--- src/logic/mem_issue_pkg.sv ---
////////////////////////////////////////////////////////////
// shared widths and packed types for the memory issue stage
// a not-ready operand carries its physical tag in the low value bits
////////////////////////////////////////////////////////////
`default_nettype none

package mem_issue_pkg;

    ////////////////////////////////////////////////////////////
    // widths
    ////////////////////////////////////////////////////////////
    localparam int xlen     = 32;
    localparam int preg_len = 6;   // physical register tag
    localparam int rob_len  = 5;
    localparam int lsq_len  = 4;   // load or store queue index

    typedef enum logic [1:0] {
        mem_byte = 2'd0,
        mem_half = 2'd1,
        mem_word = 2'd2
    } mem_size_e;

    ////////////////////////////////////////////////////////////
    // packed structs
    ////////////////////////////////////////////////////////////
    typedef struct packed {
        logic            ready;
        logic [xlen-1:0] value;    // tag in low bits until ready
    } operand_t;

    typedef struct packed {
        mem_size_e           mem_size;
        logic [rob_len-1:0]  rob_idx;
        logic [lsq_len-1:0]  lq_idx;
        logic [preg_len-1:0] dest_preg;
    } load_info_t;

    typedef struct packed {
        mem_size_e          mem_size;
        logic [rob_len-1:0] rob_idx;
        logic [lsq_len-1:0] sq_idx;
    } store_info_t;

    typedef struct packed {
        logic                valid;
        logic [preg_len-1:0] tag;
        logic [xlen-1:0]     value;
    } cdb_t;

    typedef struct packed {
        logic                is_store;
        logic [xlen-1:0]     addr;
        logic [xlen-1:0]     data;       // store data, zero for loads
        mem_size_e           mem_size;
        logic [rob_len-1:0]  rob_idx;
        logic [lsq_len-1:0]  lsq_idx;    // lq_idx or sq_idx
        logic [preg_len-1:0] dest_preg;  // zero for stores
    } mem_req_t;

endpackage

`default_nettype wire

--- src/logic/agu.sv ---
////////////////////////////////////////////////////////////
// address unit, one registered request per grant
// no back-pressure, mem_valid is a single cycle pulse
////////////////////////////////////////////////////////////
`timescale 1ns/10ps
`default_nettype none

module agu import mem_issue_pkg::*; (
    input  wire logic            clock,
    input  wire logic            rst,
    input  wire logic            flush,
    input  wire logic            load_grant,
    input  wire logic            store_grant,
    input  wire operand_t        load_base,
    input  wire logic [xlen-1:0] load_offset,
    input  wire load_info_t      load_payload,
    input  wire operand_t        store_base,
    input  wire operand_t        store_src,
    input  wire logic [xlen-1:0] store_offset,
    input  wire store_info_t     store_payload,
    output logic                 mem_valid,
    output mem_req_t             mem_req
);

    logic [xlen-1:0] base_sel;
    logic [xlen-1:0] offset_sel;
    mem_req_t        req_next;

    assign base_sel   = store_grant ? store_base.value : load_base.value;
    assign offset_sel = store_grant ? store_offset : load_offset;

    always_comb begin
        req_next      = '0;
        req_next.addr = base_sel + offset_sel;   // single shared adder
        if (store_grant) begin
            req_next.is_store = 1'b1;
            req_next.data     = store_src.value;
            req_next.mem_size = store_payload.mem_size;
            req_next.rob_idx  = store_payload.rob_idx;
            req_next.lsq_idx  = store_payload.sq_idx;
        end else begin
            req_next.mem_size  = load_payload.mem_size;
            req_next.rob_idx   = load_payload.rob_idx;
            req_next.lsq_idx   = load_payload.lq_idx;
            req_next.dest_preg = load_payload.dest_preg;
        end
    end

    always_ff @(posedge clock) begin
        if (rst || flush) mem_valid <= 1'b0;
        else              mem_valid <= load_grant || store_grant;
    end

    always_ff @(posedge clock) begin
        if (load_grant || store_grant) mem_req <= req_next;
    end

endmodule

`default_nettype wire

--- src/logic/issue_arbiter.sv ---
////////////////////////////////////////////////////////////
// two-way round-robin grant for the single address unit
// load side wins the first tie after reset or flush
////////////////////////////////////////////////////////////
`timescale 1ns/10ps
`default_nettype none

module issue_arbiter (
    input  wire logic clock,
    input  wire logic rst,
    input  wire logic flush,
    input  wire logic load_request,
    input  wire logic store_request,
    output logic      load_grant,
    output logic      store_grant
);

    logic last_load;   // last winner was the load station
    logic load_first;

    assign load_first  = !last_load;

    // no grant while the stations are being emptied
    assign load_grant  = !flush && load_request && (!store_request || load_first);
    assign store_grant = !flush && store_request && (!load_request || !load_first);

    always_ff @(posedge clock) begin
        if (rst || flush) begin
            last_load <= 1'b0;
        end else if (load_grant) begin
            last_load <= 1'b1;
        end else if (store_grant) begin
            last_load <= 1'b0;
        end
    end

endmodule

`default_nettype wire

--- src/logic/mem_issue_top.sv ---
////////////////////////////////////////////////////////////
// memory issue stage, two stations sharing one address unit
// dispatcher must hold off a strobe while that station is full
////////////////////////////////////////////////////////////
`timescale 1ns/10ps
`default_nettype none

module mem_issue_top import mem_issue_pkg::*; #(
    parameter int rs_entries = 8
) (
    input  wire logic            clock,
    input  wire logic            rst,
    input  wire logic            flush,
    input  wire logic            load_enable,
    input  wire operand_t        load_base,
    input  wire logic [xlen-1:0] load_offset,
    input  wire load_info_t      load_info,
    input  wire logic            store_enable,
    input  wire operand_t        store_base,
    input  wire operand_t        store_src,
    input  wire logic [xlen-1:0] store_offset,
    input  wire store_info_t     store_info,
    input  wire cdb_t            cdb,
    output logic                 load_full,
    output logic                 store_full,
    output logic                 mem_valid,
    output mem_req_t             mem_req
);

    ////////////////////////////////////////////////////////////
    // station outputs
    ////////////////////////////////////////////////////////////
    operand_t        load_src_tied;   // loads have no data operand
    logic            load_request;
    logic            load_grant;
    operand_t        load_issue_base;
    logic [xlen-1:0] load_issue_offset;
    load_info_t      load_issue_payload;

    logic            store_request;
    logic            store_grant;
    operand_t        store_issue_base;
    operand_t        store_issue_src;
    logic [xlen-1:0] store_issue_offset;
    store_info_t     store_issue_payload;

    assign load_src_tied = '{ready: 1'b1, value: '0};

    mem_rs #(
        .rs_entries (rs_entries),
        .payload_t  (load_info_t)
    ) load_rs (
        .clock         (clock),
        .rst           (rst),
        .flush         (flush),
        .enable        (load_enable),
        .base_in       (load_base),
        .src_in        (load_src_tied),
        .offset_in     (load_offset),
        .payload_in    (load_info),
        .cdb           (cdb),
        .grant         (load_grant),
        .request       (load_request),
        .issue_base    (load_issue_base),
        .issue_src     (),
        .issue_offset  (load_issue_offset),
        .issue_payload (load_issue_payload),
        .full          (load_full)
    );

    mem_rs #(
        .rs_entries (rs_entries),
        .payload_t  (store_info_t)
    ) store_rs (
        .clock         (clock),
        .rst           (rst),
        .flush         (flush),
        .enable        (store_enable),
        .base_in       (store_base),
        .src_in        (store_src),
        .offset_in     (store_offset),
        .payload_in    (store_info),
        .cdb           (cdb),
        .grant         (store_grant),
        .request       (store_request),
        .issue_base    (store_issue_base),
        .issue_src     (store_issue_src),
        .issue_offset  (store_issue_offset),
        .issue_payload (store_issue_payload),
        .full          (store_full)
    );

    ////////////////////////////////////////////////////////////
    // shared address unit
    ////////////////////////////////////////////////////////////
    issue_arbiter arb (
        .clock         (clock),
        .rst           (rst),
        .flush         (flush),
        .load_request  (load_request),
        .store_request (store_request),
        .load_grant    (load_grant),
        .store_grant   (store_grant)
    );

    agu addr_unit (
        .clock         (clock),
        .rst           (rst),
        .flush         (flush),
        .load_grant    (load_grant),
        .store_grant   (store_grant),
        .load_base     (load_issue_base),
        .load_offset   (load_issue_offset),
        .load_payload  (load_issue_payload),
        .store_base    (store_issue_base),
        .store_src     (store_issue_src),
        .store_offset  (store_issue_offset),
        .store_payload (store_issue_payload),
        .mem_valid     (mem_valid),
        .mem_req       (mem_req)
    );

endmodule

`default_nettype wire

--- src/logic/mem_rs.sv ---
////////////////////////////////////////////////////////////
// generic memory reservation station, lowest free slot on dispatch
// a cdb broadcast in the dispatch cycle does not reach the new entry
////////////////////////////////////////////////////////////
`timescale 1ns/10ps
`default_nettype none

module mem_rs import mem_issue_pkg::*; #(
    parameter int  rs_entries = 8,
    parameter type payload_t  = load_info_t
) (
    input  wire logic            clock,
    input  wire logic            rst,
    input  wire logic            flush,
    input  wire logic            enable,
    input  wire operand_t        base_in,
    input  wire operand_t        src_in,
    input  wire logic [xlen-1:0] offset_in,
    input  wire payload_t        payload_in,
    input  wire cdb_t            cdb,
    input  wire logic            grant,
    output logic                 request,
    output operand_t             issue_base,
    output operand_t             issue_src,
    output logic [xlen-1:0]      issue_offset,
    output payload_t             issue_payload,
    output logic                 full
);

    localparam int idx_len = (rs_entries > 1) ? $clog2(rs_entries) : 1;
    localparam int cnt_len = $clog2(rs_entries + 1);

    typedef struct packed {
        operand_t        base;
        operand_t        src;
        logic [xlen-1:0] offset;
        payload_t        payload;
    } entry_t;

    entry_t [rs_entries-1:0] entries;
    logic   [rs_entries-1:0] free_q;
    logic   [cnt_len-1:0]    count_q;

    logic   [rs_entries-1:0] ready_vec;
    logic   [idx_len-1:0]    free_idx;
    logic   [idx_len-1:0]    issue_idx;
    logic                    issue;

    ////////////////////////////////////////////////////////////
    // slot selection
    ////////////////////////////////////////////////////////////
    always_comb begin
        free_idx = '0;
        for (int i = rs_entries - 1; i >= 0; i--) begin
            if (free_q[i]) free_idx = idx_len'(i);   // ends on the lowest free
        end
    end

    always_comb begin
        for (int i = 0; i < rs_entries; i++) begin
            ready_vec[i] = !free_q[i] && entries[i].base.ready && entries[i].src.ready;
        end
    end

    always_comb begin
        issue_idx = '0;
        for (int i = rs_entries - 1; i >= 0; i--) begin
            if (ready_vec[i]) issue_idx = idx_len'(i);
        end
    end

    assign request       = |ready_vec;
    assign issue         = grant && request;
    assign full          = (count_q == cnt_len'(rs_entries));
    assign issue_base    = entries[issue_idx].base;
    assign issue_src     = entries[issue_idx].src;
    assign issue_offset  = entries[issue_idx].offset;
    assign issue_payload = entries[issue_idx].payload;

    ////////////////////////////////////////////////////////////
    // occupancy
    ////////////////////////////////////////////////////////////
    always_ff @(posedge clock) begin
        if (rst || flush) begin
            free_q  <= '1;
            count_q <= '0;
        end else begin
            count_q <= count_q + cnt_len'(enable) - cnt_len'(issue);
            if (enable) free_q[free_idx] <= 1'b0;
            if (issue) free_q[issue_idx] <= 1'b1;   // never the slot being filled
        end
    end

    // entry contents, dispatch and cdb wakeup
    always_ff @(posedge clock) begin
        if (enable) begin
            entries[free_idx].base    <= base_in;
            entries[free_idx].src     <= src_in;
            entries[free_idx].offset  <= offset_in;
            entries[free_idx].payload <= payload_in;
        end
        if (cdb.valid) begin
            for (int i = 0; i < rs_entries; i++) begin
                if (!free_q[i]) begin
                    if (!entries[i].base.ready &&
                        entries[i].base.value[preg_len-1:0] == cdb.tag) begin
                        entries[i].base <= '{ready: 1'b1, value: cdb.value};
                    end
                    if (!entries[i].src.ready &&
                        entries[i].src.value[preg_len-1:0] == cdb.tag) begin
                        entries[i].src <= '{ready: 1'b1, value: cdb.value};
                    end
                end
            end
        end
    end

endmodule

`default_nettype wire

--- config.mk ---
export PLATFORM = sky130hd
export DESIGN_NAME = mem_issue_top
export DESIGN_NICKNAME = d
export VERILOG_FILES = /design/src/logic/mem_issue_pkg.sv /design/src/logic/agu.sv /design/src/logic/issue_arbiter.sv /design/src/logic/mem_issue_top.sv /design/src/logic/mem_rs.sv
export SDC_FILE = /design/constraint.sdc
export NUM_CORES = 2
export LEC_CHECK = 0
export ABC_AREA = 1
export BUFFER_PORTS_ARGS = -buffer_cell sky130_fd_sc_hd__buf_2
export CAP_MARGIN = 20
export CORE_ASPECT_RATIO = 0.7
export CORE_MARGIN = 8
export CORE_UTILIZATION = 30
export CTS_BUF_LIST = sky130_fd_sc_hd__clkbuf_16
export DETAILED_ROUTE_END_ITERATION = 8
export PLACE_DENSITY = 0.54
export SETUP_SLACK_MARGIN = 0.15
export SLEW_MARGIN = 20
export SYNTH_ARGS = -nofsm -noshare
export SYNTH_HDL_FRONTEND = slang
export SYNTH_SLANG_ARGS = --single-unit
--- constraint.sdc ---
create_clock -name clock -period 5.35 [get_ports clock]
set_clock_uncertainty 0.2 [all_clocks]
set_input_delay 0.2675 -clock clock [delete_from_list [all_inputs] [get_ports clock]]
set_output_delay 0.2675 -clock clock [all_outputs]
set_load 0.05 [all_outputs]
Yosys cells after proc, flatten, opt, wreduce, memory -nomap -nowiden --
Index checks and enable logic that the tools add are counted.
Storage, ports and cells: register bits 1900, output and inout bits 85, bits of input ports 235, logic and storage cells 481
Cells by class: order comparisons 8, add/sub/neg operators 5, reductions and logical operators 133, equal/unequal tests 34, multiplexer cells 146, bitwise operators 6
Operator list (count):
- $bwmux W920 | 4
- $bwmux W872 | 4
- $mux W66 | 32
- $demux W115 S3 | 4
- $demux W109 S3 | 4
- $mux W33 | 32
- $mux W920 | 1
- $mux W872 | 1
- $bmux W115 S3 | 1
- $bmux W109 S3 | 1
- $eq A6 B6 Y1 | 32
- $mux W115 | 1
- $mux W114 | 1
- $mux W109 | 1
- $mux W108 | 1
- $mux W3 | 32
- $mux W82 | 1
- $mux W76 | 1
- $logic_and A1 B1 Y1 | 74
- $mux W32 | 2
- $logic_not A1 Y1 | 52
- $mux W49 | 1
- $mux W8 | 6
- $mux W43 | 1
- 16 further kinds | 42

Longest topological paths before layout --
depth after elaboration 20, gate-level depth with buffers 28, mapped depth without buffers 26

Hierarchy --
From an unflattened synthesis, not the netlist that was laid out.
Second synthesis, totals: cells, all modules 14154, area total of the unflattened synthesis 99954.6 µm²
By module, submodules not included:
- mem_rs (load_rs) | cells each 6641, area an instance 47717.0 µm², times used 1, sequential area each 22581.7 µm²
- mem_rs (store_rs) | cells each 6599, area an instance 46114.2 µm², times used 1, sequential area each 21140.3 µm²
- agu | cells each 901, area an instance 6048.3 µm², times used 1, sequential area each 2482.4 µm²
- issue_arbiter | cells each 11, area an instance 67.6 µm², times used 1, sequential area each 20.0 µm²
- mem_issue_top | cells each 2, area an instance 7.5 µm², times used 1, sequential area each 0.0 µm²

Worst setup path after synthesis --
OpenSTA, ideal clock, no wires.
kind register -> register, start register load_rs.free_q[0], end register addr_unit.mem_req[71] (netlist name), data required time 4892 ps, path buffers 3, setup time 258 ps, setup slack 1354 ps, stages on the path, launching flop included 25, period minus slack after synthesis 3996 ps, arrival time 3538 ps, cells stage by stage dfxtp_1 > inv_2 > nand3_1 > nand2_1 > nor2_1 > buf_4 > nand3_1 > nand2_1 > nand3_2 > inv_2 > buf_2 > buf_2 > nand3_1 > nand2_1 > ha_1 > inv_1 > fa_1 > nand3b_1 > nand2_1 > a21oi_1 > o21ai_0 > a21oi_1 > o21bai_1 > a21oi_1 > xnor2_1
RTL lines:
- start, declared | RTL line mem_rs.sv:41 | logic [rs_entries-1:0] free_q;
- start signal, assigned | RTL line mem_rs.sv:85 | free_q <= '1;
- start signal, assigned by index | RTL line mem_rs.sv:89 | if (enable) free_q[free_idx] <= 1'b0;
- start signal, assigned by index | RTL line mem_rs.sv:90 | if (issue) free_q[issue_idx] <= 1'b1;

==> metrics <==
slowest library cell on the worst path nor4_1; Critical Path, Cell by Cell inv_2 -> nand3_1 -> nand2_2 -> nor2_1 -> nand2_4 -> buf_12 -> buf_12 -> o22ai_1 -> inv_1 -> o2111ai_1 -> nand3_1 -> o21ai_1 -> inv_1 -> ha_1 -> nand2_1 -> nor4_1 -> nand2_1 -> o211ai_1 -> buf_4 -> a31oi_1 -> xor2_1; die area between 0.2 and 0.3 mm²; Setup-failing EPs final 0; DRT iter0 DRCs 9261; share of the clock period used by the worst path between 90% and 100%; Leak ~0.034 µW; syn nets ~8700; fin. max-slew vios 0; post-synthesis mux area share 0%; post-synthesis compound-gate area fraction about a fifth; WHS roughly 0.04 ns; Critical Path Max Stage Delay approximately 0.43 ns; die height roughly 440 µm; max-cap viol count 0; NumNets Final between 9000 and 10000; combinational family with the most area after synthesis compound AO/OA/AOI/OAI gates; grt ovf 0; Post-Synthesis Cells ~8400; Final ANT Viol Nets 0; commonest cells after routing, fill and taps aside nand2_1, nor2_1, o21ai_0, dfxtp_1, edfxtp_1; RSZ-0062 raised after global routing no; Max clock buf depth 3; Buffers on Ports between 300 and 400; CTS tree built; post-DR vias/cell ~5.6; commonest non-fill, non-tap cell in the layout nand2_1; setup tns final 0 ns; synthesized flop and latch total approximately 1700; DRT Wirelength about 320 mm; Final Non-Filler Cells about 12000; H-tree lvl count 4; post-route cell area slightly below 0.09 mm²; CP required roughly 5.7 ns; first-pass GRT wire length 454 mm; pin count of the biggest net entering global routing 113; synthesized area 0.0755 mm²; clock slew at reported path FFs 0.06 ns; HPWL after detailed placement ~210 mm; cts bufs inserted roughly 180; Inst Count DP ~12000; Max rail drop VDD about 290 µV; Placed Area 0.0808 mm²; Slew HR 14.5%; area share of fa/ha/maj cells after synthesis less than 1%; status complete, no violations; core area approximately 0.25 mm²; Root Driver clkbuf_16; Final Critical Period 5.01 ns; DRC errors left 0; Clock Latency Late Sink between 0.8 and 0.9 ns; Arrival @ worst endpoint 5.40 ns; final core occ between 30% and 40%; Crit. End Element flop; DR vias a little under 70000; share of cells above drive strength 1 a little over a tenth; P&R area growth vs syn 18.4%; crit-path max FO 25; post-synthesis xor/xnor area fraction 1.19%; actual slew at the worst max-slew pin ~1.3 ns; Setup CP Type flop to flop; initial antenna violation count between 70 and 80; YS warnings 0; CP Launch Type flop; io pins between 300 and 400; Async S/R FF share, synth 0%; vias in the first global route roughly 63000; Synth Flop Type dfxtp_1; Final GP Congestion approximately 1; simple-gate share of the synthesized area between 10% and 20%; Row Count about 150; achievable frequency between 0.15 and 0.2 GHz; Hold Path Class primary input to flop; Starting Density 30.1%; drt first pass iters 7; mean area per synthesized cell roughly 9 µm²; CTS sink count around 1700; PD cells 326 mW/mm²; Distinct cells, synth 64; Total GRT Usage a little under a quarter; Final Hold Vio Count 0; routed len/inst 26.1 µm; Die Width slightly above 600 µm; Post-synth EDFFs between 800 and 900; sequential-to-total area share from yosys stat between 50% and 60%
stage by stage:
stage | worst slack (ns) | total power, µW
CTS | 0.367 | 29200
global route | 0.150 | 30000
floorplan | 1.35 | 15900
global placement | 0.391 | 16800
detailed placement | 0.409 | 16900
finish | 0.340 | 29100
synth_stat cells (4+ instances only):
master | count | area [µm²]
nor2_2 | 8 | 50.1
edfxtp_1 | 818 | 24600
nor2_1 | 920 | 3450
nand2_1 | 1163 | 4370
ha_1 | 41 | 513
a21oi_1 | 265 | 1330
nand3_1 | 316 | 1580
a2111oi_0 | 7 | 61.3
buf_2 | 214 | 1070
o2111ai_1 | 73 | 639
xor2_1 | 69 | 604
inv_1 | 709 | 2660
o22ai_1 | 505 | 3160
a32o_1 | 13 | 130
buf_4 | 30 | 225
o211ai_1 | 355 | 2670
nand4_1 | 106 | 663
clkbuf_1 | 367 | 1380
a32oi_1 | 73 | 639
a22oi_1 | 74 | 556
a211oi_1 | 7 | 52.6
nor3_1 | 17 | 85.1
o21ai_0 | 915 | 4580
nor4_1 | 42 | 263
buf_1 | 25 | 93.8
buf_6 | 10 | 113
nand2_2 | 8 | 50.1
inv_2 | 35 | 131
or2_2 | 49 | 307
a221oi_1 | 5 | 43.8
a31oi_1 | 52 | 325
o21ai_1 | 77 | 385
dfxtp_1 | 874 | 17500
nor4_2 | 4 | 50.1
nand3b_1 | 4 | 30.0
xnor2_1 | 34 | 298
a22o_1 | 50 | 438
o21bai_1 | 5 | 37.5
power by group:
group          total [µW]  internal, µW  switching, µW
combinational        2590           889           1700
sequential          14300         14100            258
clock               12200          6650           5560
cell families after synthesis:
| group | Yosys count |
|---|---|
| adders and majority gates | 44 |
| buffers and inverters | 1396 |
| xor gates and xnor gates | 103 |
| AOI/OAI and AO/OA | 2492 |
| DFF | 1692 |
| and+or+nand+nor | 2658 |
cell type report:
type	count	area, µm²
well taps	3354	4200
repair buffers	818	6600
inverters	749	2860
flip-flops and latches	1692	42100
clock inverters	155	1180
fillers	25158	162000
diodes	24	60.1
multi-input cells	5297	28000
clock buffers	179	4480
final timing paths:
check	start	to	slack, ns	cells after the start
max	load_rs.free_q[5]$_SDFF_PP1_	addr_unit.mem_req[78]$_DFFE_PP_	0.34	21
min	flush	arb.last_load$_SDFFE_PP0P_	0.04	5
max reg2reg	load_rs.free_q[5]$_SDFF_PP1_	addr_unit.mem_req[78]$_DFFE_PP_	0.34	21
min reg2reg	load_rs.entries[426]$_DFF_P_	load_rs.entries[426]$_DFF_P_	0.28	2
timing repair:
item                                    in CTS  in global routing
endpoints found under the setup margin       0                 12
setup buffers                                0                  3
hold endpoints to repair                  1592                  0
resized for setup                            0                 12
hold buffers                               279                  0
worst max-delay path, delay by kind of cell (launching register included):
family,cells,cell delay [ns]
buffers and inverters,6,0.90
AND/OR/NAND/NOR,8,1.76
AO/OA/AOI/OAI,5,0.93
adder cells (fa/ha/maj),1,0.41
flip-flops,1,0.37
XOR/XNOR,1,0.15
metal layers:
metal	up-vias	GRT usage (%)	part of all wire (%)
li1	30293	-	-
met1	33190	31.7	43
met2	4094	32.9	42
met3	672	6.24	12
met4	28	8.36	3.9
met5	-	0	0.058
Note: power is estimated with default switching activity, not from simulation.
